--- src/eng_data_pkg.sv ---
package eng_data_pkg;

	// One input word, data or weight
	typedef logic signed [15:0] data_t;

	// Lane result and running accumulator, wraps modulo 2^32
	typedef logic signed [31:0] acc_t;

	// Elements per window per lane
	typedef logic [7:0] ksize_t;

	// Windows in one operation
	typedef logic [15:0] count_t;

endpackage

--- src/eng_ctrl_pkg.sv ---
package eng_ctrl_pkg;

	typedef enum logic [2:0] {
		OP_MAC = 3'd1,
		OP_MAX = 3'd2,
		OP_SUM = 3'd3
	} op_e;

	typedef enum logic [2:0] {
		S_IDLE,
		S_LOAD_W,
		S_WAIT_W,
		S_RUN,
		S_WAIT_DRAIN
	} ctrl_state_e;

endpackage

--- src/engine_ctrl.sv ---
`timescale 1ns/1ps

module engine_ctrl import eng_ctrl_pkg::*; import eng_data_pkg::*; #(
	parameter int N_LANES = 4
) (
	input  logic   clk,
	input  logic   i_rst,
	input  logic   i_start,
	input  op_e    i_op,
	input  ksize_t i_kernel_size,
	input  count_t i_n_windows,
	input  logic   i_wgt_full,
	input  logic   i_window_out,
	output logic   o_busy,
	output logic   o_done,
	output logic   o_wgt_rd_en,
	output logic   o_data_rd_en,
	output op_e    o_op,
	output ksize_t o_kernel_size
);

	// Wide enough for N_LANES * 255 requests
	localparam int CW = $clog2(N_LANES * 256);

	ctrl_state_e state;
	count_t n_win_q;
	count_t win_cnt;
	logic [CW-1:0] req_cnt;
	logic [CW-1:0] wgt_total;
	logic [CW-1:0] win_total;

	assign wgt_total = CW'(N_LANES) * CW'(o_kernel_size);
	// MAC broadcasts each word, pooling interleaves the channels
	assign win_total = (o_op == OP_MAC) ? CW'(o_kernel_size) : wgt_total;

	assign o_busy = (state != S_IDLE);
	assign o_wgt_rd_en = (state == S_LOAD_W);
	assign o_data_rd_en = (state == S_RUN);

	always_ff @(posedge clk) begin
		if (i_rst) begin
			state <= S_IDLE;
			req_cnt <= '0;
			win_cnt <= '0;
			n_win_q <= '0;
			o_op <= OP_MAC;
			o_kernel_size <= '0;
			o_done <= 1'b0;
		end else begin
			o_done <= 1'b0;
			case (state)
				S_IDLE: begin
					if (i_start) begin
						o_op <= i_op;
						o_kernel_size <= i_kernel_size;
						n_win_q <= i_n_windows;
						req_cnt <= '0;
						win_cnt <= '0;
						state <= (i_op == OP_MAC) ? S_LOAD_W : S_RUN;
					end
				end
				S_LOAD_W: begin
					if (req_cnt == wgt_total - 1'b1) begin
						req_cnt <= '0;
						state <= S_WAIT_W;
					end else begin
						req_cnt <= req_cnt + 1'b1;
					end
				end
				// Weights still in flight
				S_WAIT_W: begin
					if (i_wgt_full)
						state <= S_RUN;
				end
				S_RUN: begin
					if (req_cnt == win_total - 1'b1) begin
						req_cnt <= '0;
						state <= S_WAIT_DRAIN;
					end else begin
						req_cnt <= req_cnt + 1'b1;
					end
				end
				S_WAIT_DRAIN: begin
					if (i_window_out) begin
						if (win_cnt == n_win_q - 1'b1) begin
							o_done <= 1'b1;
							state <= S_IDLE;
						end else begin
							win_cnt <= win_cnt + 1'b1;
							state <= S_RUN;
						end
					end
				end
				default: state <= S_IDLE;
			endcase
		end
	end

	a_idle_no_req: assert property (@(posedge clk) disable iff (i_rst)
		(state == S_IDLE && !i_start) |=> !(o_wgt_rd_en || o_data_rd_en))
		else $error("read request without a start");

endmodule

--- src/lane_feeder.sv ---
`timescale 1ns/1ps

module lane_feeder import eng_ctrl_pkg::*; import eng_data_pkg::*; #(
	parameter int N_LANES = 4,
	parameter int MAX_KSIZE = 16
) (
	input  logic                         clk,
	input  logic                         i_rst,
	input  logic                         i_start,
	input  op_e                          i_op,
	input  ksize_t                       i_kernel_size,
	input  logic                         i_wgt_we,
	input  data_t                        i_wgt_data,
	input  logic                         i_data_we,
	input  data_t                        i_data,
	output logic [N_LANES-1:0]           o_wgt_we,
	output logic [$clog2(MAX_KSIZE)-1:0] o_wgt_addr,
	output logic [N_LANES-1:0]           o_elem_we,
	output ksize_t                       o_elem_idx,
	output logic                         o_elem_last,
	output data_t                        o_elem_data,
	output logic                         o_wgt_full
);

	localparam int AW = $clog2(MAX_KSIZE);
	localparam int LW = (N_LANES > 1) ? $clog2(N_LANES) : 1;

	logic [LW-1:0] wgt_lane;
	logic [LW-1:0] data_lane;
	ksize_t wgt_elem;
	ksize_t data_elem;
	logic wgt_elem_end;
	logic wgt_lane_end;
	logic data_elem_end;
	logic data_lane_end;
	logic pool;

	assign pool = (i_op != OP_MAC);
	assign wgt_elem_end = (wgt_elem == i_kernel_size - 1'b1);
	assign wgt_lane_end = (wgt_lane == LW'(N_LANES - 1));
	assign data_elem_end = (data_elem == i_kernel_size - 1'b1);
	assign data_lane_end = (data_lane == LW'(N_LANES - 1));

	// Weights arrive lane-major, pooling data channel-interleaved
	always_ff @(posedge clk) begin
		if (i_rst || i_start) begin
			wgt_lane <= '0;
			wgt_elem <= '0;
			data_lane <= '0;
			data_elem <= '0;
		end else begin
			if (i_wgt_we) begin
				if (wgt_elem_end) begin
					wgt_elem <= '0;
					wgt_lane <= wgt_lane_end ? '0 : wgt_lane + 1'b1;
				end else begin
					wgt_elem <= wgt_elem + 1'b1;
				end
			end
			if (i_data_we) begin
				if (pool && !data_lane_end) begin
					data_lane <= data_lane + 1'b1;
				end else begin
					data_lane <= '0;
					data_elem <= data_elem_end ? '0 : data_elem + 1'b1;
				end
			end
		end
	end

	always_ff @(posedge clk) begin
		if (i_rst) begin
			o_wgt_we <= '0;
			o_elem_we <= '0;
			o_elem_last <= 1'b0;
			o_wgt_full <= 1'b0;
		end else begin
			o_wgt_we <= i_wgt_we ? (N_LANES'(1) << wgt_lane) : '0;
			if (!i_data_we)
				o_elem_we <= '0;
			else
				o_elem_we <= pool ? (N_LANES'(1) << data_lane) : '1;
			o_elem_last <= i_data_we && data_elem_end;
			o_wgt_full <= i_wgt_we && wgt_elem_end && wgt_lane_end;
		end
	end

	// Weights and data never overlap, so one word register serves both
	always_ff @(posedge clk) begin
		if (i_wgt_we) begin
			o_elem_data <= i_wgt_data;
			o_wgt_addr <= wgt_elem[AW-1:0];
		end else if (i_data_we) begin
			o_elem_data <= i_data;
			o_elem_idx <= data_elem;
		end
	end

	a_pool_onehot: assert property (@(posedge clk) disable iff (i_rst)
		(pool && i_data_we) |=> $onehot(o_elem_we))
		else $error("pooling word not sent to exactly one lane");

endmodule

--- src/pe_lane.sv ---
`timescale 1ns/1ps

module pe_lane import eng_ctrl_pkg::*; import eng_data_pkg::*; #(
	parameter int MAX_KSIZE = 16
) (
	input  logic                         clk,
	input  logic                         i_rst,
	input  op_e                          i_op,
	input  logic                         i_wgt_we,
	input  logic [$clog2(MAX_KSIZE)-1:0] i_wgt_addr,
	input  data_t                        i_wgt_data,
	input  logic                         i_elem_we,
	input  ksize_t                       i_elem_idx,
	input  logic                         i_elem_last,
	input  data_t                        i_elem_data,
	output logic                         o_done,
	output acc_t                         o_result
);

	localparam int AW = $clog2(MAX_KSIZE);

	data_t wgt_mem [MAX_KSIZE];
	data_t wgt_rd;
	acc_t acc;
	acc_t elem;
	acc_t term;
	acc_t acc_next;

	always_ff @(posedge clk) begin
		if (i_wgt_we)
			wgt_mem[i_wgt_addr] <= i_wgt_data;
	end

	assign wgt_rd = wgt_mem[i_elem_idx[AW-1:0]];
	assign elem = acc_t'(i_elem_data);
	assign term = (i_op == OP_MAC) ? elem * acc_t'(wgt_rd) : elem;

	// First element of a window restarts the accumulator
	always_comb begin
		if (i_elem_idx == '0) begin
			acc_next = term;
		end else begin
			case (i_op)
				OP_MAC, OP_SUM: acc_next = acc + term;
				OP_MAX: acc_next = (term > acc) ? term : acc;
				default: acc_next = acc;
			endcase
		end
	end

	always_ff @(posedge clk) begin
		if (i_elem_we)
			acc <= acc_next;
		if (i_elem_we && i_elem_last)
			o_result <= acc_next;
	end

	always_ff @(posedge clk) begin
		if (i_rst)
			o_done <= 1'b0;
		else
			o_done <= i_elem_we && i_elem_last;
	end

	a_no_wgt_during_elem: assert property (@(posedge clk) disable iff (i_rst)
		!(i_wgt_we && i_elem_we))
		else $error("weight write during element strobe");

endmodule

--- src/result_drain.sv ---
`timescale 1ns/1ps

module result_drain import eng_data_pkg::*; #(
	parameter int N_LANES = 4
) (
	input  logic               clk,
	input  logic               i_rst,
	input  logic [N_LANES-1:0] i_lane_done,
	input  acc_t [N_LANES-1:0] i_lane_result,
	output logic               o_res_valid,
	output acc_t               o_res_data,
	output logic               o_busy,
	output logic               o_window_out
);

	localparam int LW = (N_LANES > 1) ? $clog2(N_LANES) : 1;

	acc_t cap [N_LANES];
	logic [N_LANES-1:0] got;
	logic [LW-1:0] out_idx;
	logic emitting;
	logic last_out;

	always_ff @(posedge clk) begin
		for (int l = 0; l < N_LANES; l++) begin
			if (i_lane_done[l])
				cap[l] <= i_lane_result[l];
		end
	end

	assign last_out = (out_idx == LW'(N_LANES - 1));

	// Last lane done starts the emission, lane 0 first
	always_ff @(posedge clk) begin
		if (i_rst) begin
			emitting <= 1'b0;
			out_idx <= '0;
			got <= '0;
		end else if (i_lane_done[N_LANES-1]) begin
			emitting <= 1'b1;
			out_idx <= '0;
			got <= '0;
		end else begin
			got <= got | i_lane_done;
			if (emitting) begin
				out_idx <= last_out ? '0 : out_idx + 1'b1;
				if (last_out)
					emitting <= 1'b0;
			end
		end
	end

	assign o_res_valid = emitting;
	assign o_res_data = cap[out_idx];
	assign o_window_out = emitting && last_out;
	assign o_busy = emitting || (|got);

	a_no_done_while_emit: assert property (@(posedge clk) disable iff (i_rst)
		emitting |-> !(|i_lane_done))
		else $error("lane result arrived while draining");

endmodule

--- src/engine.sv ---
`timescale 1ns/1ps

module engine import eng_ctrl_pkg::*; import eng_data_pkg::*; #(
	parameter int N_LANES = 4,
	parameter int MAX_KSIZE = 16
) (
	input  logic   clk,
	input  logic   i_rst,
	input  logic   i_start,
	input  op_e    i_op,
	input  ksize_t i_kernel_size,
	input  count_t i_n_windows,
	output logic   o_busy,
	output logic   o_done,
	output logic   o_wgt_rd_en,
	input  logic   i_wgt_we,
	input  data_t  i_wgt_data,
	output logic   o_data_rd_en,
	input  logic   i_data_we,
	input  data_t  i_data,
	output logic   o_res_valid,
	output acc_t   o_res_data
);

	localparam int AW = $clog2(MAX_KSIZE);

	op_e op;
	ksize_t kernel_size;
	logic wgt_full;
	logic window_out;
	logic drain_busy;
	logic [N_LANES-1:0] wgt_we;
	logic [N_LANES-1:0] elem_we;
	logic [AW-1:0] wgt_addr;
	ksize_t elem_idx;
	logic elem_last;
	data_t elem_data;
	logic [N_LANES-1:0] lane_done;
	acc_t [N_LANES-1:0] lane_result;

	engine_ctrl #(.N_LANES(N_LANES)) u_ctrl (
		.clk           (clk),
		.i_rst         (i_rst),
		.i_start       (i_start),
		.i_op          (i_op),
		.i_kernel_size (i_kernel_size),
		.i_n_windows   (i_n_windows),
		.i_wgt_full    (wgt_full),
		.i_window_out  (window_out),
		.o_busy        (o_busy),
		.o_done        (o_done),
		.o_wgt_rd_en   (o_wgt_rd_en),
		.o_data_rd_en  (o_data_rd_en),
		.o_op          (op),
		.o_kernel_size (kernel_size)
	);

	// Feeder counters restart only on an accepted start
	lane_feeder #(.N_LANES(N_LANES), .MAX_KSIZE(MAX_KSIZE)) u_feeder (
		.clk           (clk),
		.i_rst         (i_rst),
		.i_start       (i_start && !o_busy),
		.i_op          (op),
		.i_kernel_size (kernel_size),
		.i_wgt_we      (i_wgt_we),
		.i_wgt_data    (i_wgt_data),
		.i_data_we     (i_data_we),
		.i_data        (i_data),
		.o_wgt_we      (wgt_we),
		.o_wgt_addr    (wgt_addr),
		.o_elem_we     (elem_we),
		.o_elem_idx    (elem_idx),
		.o_elem_last   (elem_last),
		.o_elem_data   (elem_data),
		.o_wgt_full    (wgt_full)
	);

	for (genvar g = 0; g < N_LANES; g++) begin : g_lane
		pe_lane #(.MAX_KSIZE(MAX_KSIZE)) u_lane (
			.clk         (clk),
			.i_rst       (i_rst),
			.i_op        (op),
			.i_wgt_we    (wgt_we[g]),
			.i_wgt_addr  (wgt_addr),
			.i_wgt_data  (elem_data),
			.i_elem_we   (elem_we[g]),
			.i_elem_idx  (elem_idx),
			.i_elem_last (elem_last),
			.i_elem_data (elem_data),
			.o_done      (lane_done[g]),
			.o_result    (lane_result[g])
		);
	end

	result_drain #(.N_LANES(N_LANES)) u_drain (
		.clk           (clk),
		.i_rst         (i_rst),
		.i_lane_done   (lane_done),
		.i_lane_result (lane_result),
		.o_res_valid   (o_res_valid),
		.o_res_data    (o_res_data),
		.o_busy        (drain_busy),
		.o_window_out  (window_out)
	);

	a_drain_in_op: assert property (@(posedge clk) disable iff (i_rst)
		drain_busy |-> o_busy)
		else $error("result side active outside an operation");

endmodule

--- config.mk ---
export PLATFORM = sky130hd
export DESIGN_NAME = engine
export DESIGN_NICKNAME = d
export VERILOG_FILES = /design/src/eng_data_pkg.sv /design/src/eng_ctrl_pkg.sv /design/src/engine_ctrl.sv /design/src/lane_feeder.sv /design/src/pe_lane.sv /design/src/result_drain.sv /design/src/engine.sv
export SDC_FILE = /design/constraint.sdc
export NUM_CORES = 2
export LEC_CHECK = 0
export BUFFER_PORTS_ARGS = -buffer_cell sky130_fd_sc_hd__buf_2
export CORE_MARGIN = 1.5
export CORE_UTILIZATION = 40
export DETAILED_ROUTE_END_ITERATION = 8
export GPL_TIMING_DRIVEN = 0
export HOLD_SLACK_MARGIN = 0.02
export PLACE_DENSITY = 0.55
export SLEW_MARGIN = 20
export SYNTH_ARGS = -nofsm -noshare
export SYNTH_HDL_FRONTEND = slang
export SYNTH_HIERARCHICAL = 1
export SYNTH_SLANG_ARGS = --single-unit
--- constraint.sdc ---
create_clock -name clk -period 11.45 [get_ports clk]
set_input_delay 0.5725 -clock clk [delete_from_list [all_inputs] [get_ports clk]]
set_output_delay 0.5725 -clock clk [all_outputs]
set_load 0.03 [all_outputs]
==> metrics.md <==
| Metric | Value |
|---|---|
| Status | `completed` |
| Vias per inst | `5.42` |
| Slew @ Worst Pin | `1.14 ns` |
| Endpoints failing setup | `0` |
| Syn. warnings | `6` |
| DRT Wirelength | `333000 um` |
| Critical Path Slowest Stage Cell | `fa_1` |
| DRT antenna net count | `0` |
| Hold path endpoint | `u_ctrl/win_cnt[0]` |
| Std cell rows | `194` |
| TritonCTS clock tree | `yes` |
| Pin count of the biggest net entering global routing | `34` |
| Post-synth design cell area | `0.113 mm2` |
| Commonest non-fill, non-tap cell in the layout | `inv_1` |
| H-Tree Depth | `4` |
| Drt first-iter violations | `6816` |
| Routed via count | `76200` |
| GPL Wtd Cong | `0.901` |
| Worst clock skew | `0.0867 ns` |
| Filler Cells Inserted | `25400` |
| Final worst setup slack | `0.243 ns` |
| Critical R2R Launch | `u_feeder/o_elem_idx[0]` |
| # IOs | `101` |
| DP Wirelength | `254000 um` |
| Number of CTS-inserted buffers | `177` |
| Crit Path Category | `reg2reg` |
| Die height | `534 um` |
| Cell family with most CP delay | `adder cells` |
| Area grow syn2layout | `15.7%` |
| Crit-path max cell delay | `0.59 ns` |
| WP data arrival | `11.79 ns` |
| RR Endpoint | `g_lane[0].u_lane/acc[23]` |
| Net count after synthesis | `11200` |
| Clock Root Buffer | `clkbuf_16` |
| Req. time, crit path | `12.03 ns` |
| DP Worst Slack | `-3.42 ns` |
| Reg2Reg Depth | `41` |
| Core area | `0.280 mm2` |
| First-pass GRT wire length | `499000 um` |
| Grt ovf | `0` |
| Drt pass-1 iters | `5` |
| Die Wd | `534 um` |
| Final hold slack | `0.159 ns` |
| Mapped Cells | `9530` |
| Share of post-route cells with drive strength above 1 | `0.152` |
| Critical Path Source | `u_feeder/o_elem_idx[0]` |
| Fin crit share | `0.979` |
| Longest Clk Path Bufs | `4` |
| Hold path start | `i_start` |
| Clk pin slew, worst setup/hold paths | `0.07 ns` |
| R2R setup slack | `0.24 ns` |
| I/O Buffers | `99` |
| GRT Util Overall | `0.232` |
| Avg Cell Area, Syn | `11.8 um2` |
| Initial antenna violation count | `16` |
| NumNets Final | `11900` |
| Register area | `0.0451 mm2` |
| Per-cell routed wire length | `23.7 um` |
| Vias in the first global route | `78100` |
| Critical Path Start Type | `register` |
| DRC Markers | `0` |
| Crit-path most repeated cell | `fa_1` |
| Sink Count | `1532` |
| WHS Path Cells | `4` |
| Footprint of the multi-input gates | `0.0618 mm2` |
| Worst relative slew slack | `0.233` |
| Initial core utilization | `0.403` |
| Total of max-cap violations | `0` |
| Setup_tns | `0 ns` |
| Clock Latency Late Sink | `0.86 ns` |
| Crit-path max FO | `10` |
| Final slew viol count | `0` |
| Die area | `0.285 mm2` |
| Crit. End Element | `register` |
| Upper clock frequency limit | `89.2 MHz` |
| Most frequent cells in the layout | `1500 x inv_1, 1436 x edfxtp_1, 1047 x fa_1` |
| WP buf/inv | `12` |
| Final Util | `0.466` |
| Final Hold Vio Count | `0` |
| Min-Delay Path Class | `in2reg` |
| Crit path time final | `11.21 ns` |
[final cells by class]
type,instances,area share
buffer,360,0.0190
multi-input combinational,6116,0.474
sequential,1532,0.346
antenna,10,0.000192
clock buffer,223,0.0359
timing repair buffer,478,0.0391
tap,3724,0.0358
inverter,1511,0.0436
clock inverter,87,0.00636
[layer usage]
layer / vias up / global-route usage / share of wire
li1: 34000 / - / -
met1: 39400 / 0.340 / 0.46
met2: 2394 / 0.367 / 0.46
met3: 376 / 0.0275 / 0.059
met4: 0 / 0.0537 / 0.023
met5: - / 0 / 0
[stage by stage]
step           cells  area, um2
6_report       14000     130000
2_1_floorplan   9530     113000
5_1_grt        14000     130000
3_5_place_dp   13500     121000
3_3_place_gp   13400     118000
4_1_cts        14000     129000
[flip-flops by register name, indices dropped and copies added (netlist names), 8 cells and up, named ones only]
| signal | cells |
|---|---|
| u_ctrl/win_cnt | 16 |
| u_feeder/data_elem | 8 |
| u_ctrl/n_win_q | 16 |
| g_lane.u_lane/o_result | 128 |
| u_feeder/wgt_elem | 8 |
| u_feeder/o_elem_idx | 8 |
| u_ctrl/o_kernel_size | 8 |
| u_feeder/o_elem_data | 16 |
| g_lane.u_lane/wgt_mem | 1024 |
| u_ctrl/req_cnt | 10 |
| u_drain/cap | 128 |
| g_lane.u_lane/acc | 128 |
[worst reg2reg max path, delay by kind of cell (launching register included)]
family                     cells  cell delay, ns
muxes                          2            0.86
and+or+nand+nor               11            2.36
buffers and inverters         12            1.74
DFF                            1            0.38
AOI/OAI and AO/OA              8            1.86
adders and majority gates      8            3.77
[worst max path at each step]
| stage | endpoint | slack, ns | depth (start not counted) |
|---|---|---|---|
| finish | g_lane[0].u_lane/acc[23] | 0.24 | 41 |
| floorplan | g_lane[0].u_lane/acc[31] | 0.64 | 38 |
| global route | g_lane[0].u_lane/acc[23] | -0.08 | 40 |
| detailed placement | g_lane[0].u_lane/o_result[29] | -3.42 | 37 |
| global placement | g_lane[0].u_lane/o_result[29] | -3.34 | 37 |
| CTS | g_lane[0].u_lane/acc[23] | -0.01 | 39 |
[repair_timing]
item                                   CTS  global route
hold buffers                            60             0
cloned                                   0             2
endpoints found under the hold margin   47             0
pin swaps                               30            52
resized for setup                      352           280
buffers inserted                        77            60
setup endpoints to repair              256           255
Power is left out: the tool's default activity adds up to more than one toggle a clock period on the data nets, which glitch-free logic cannot reach.
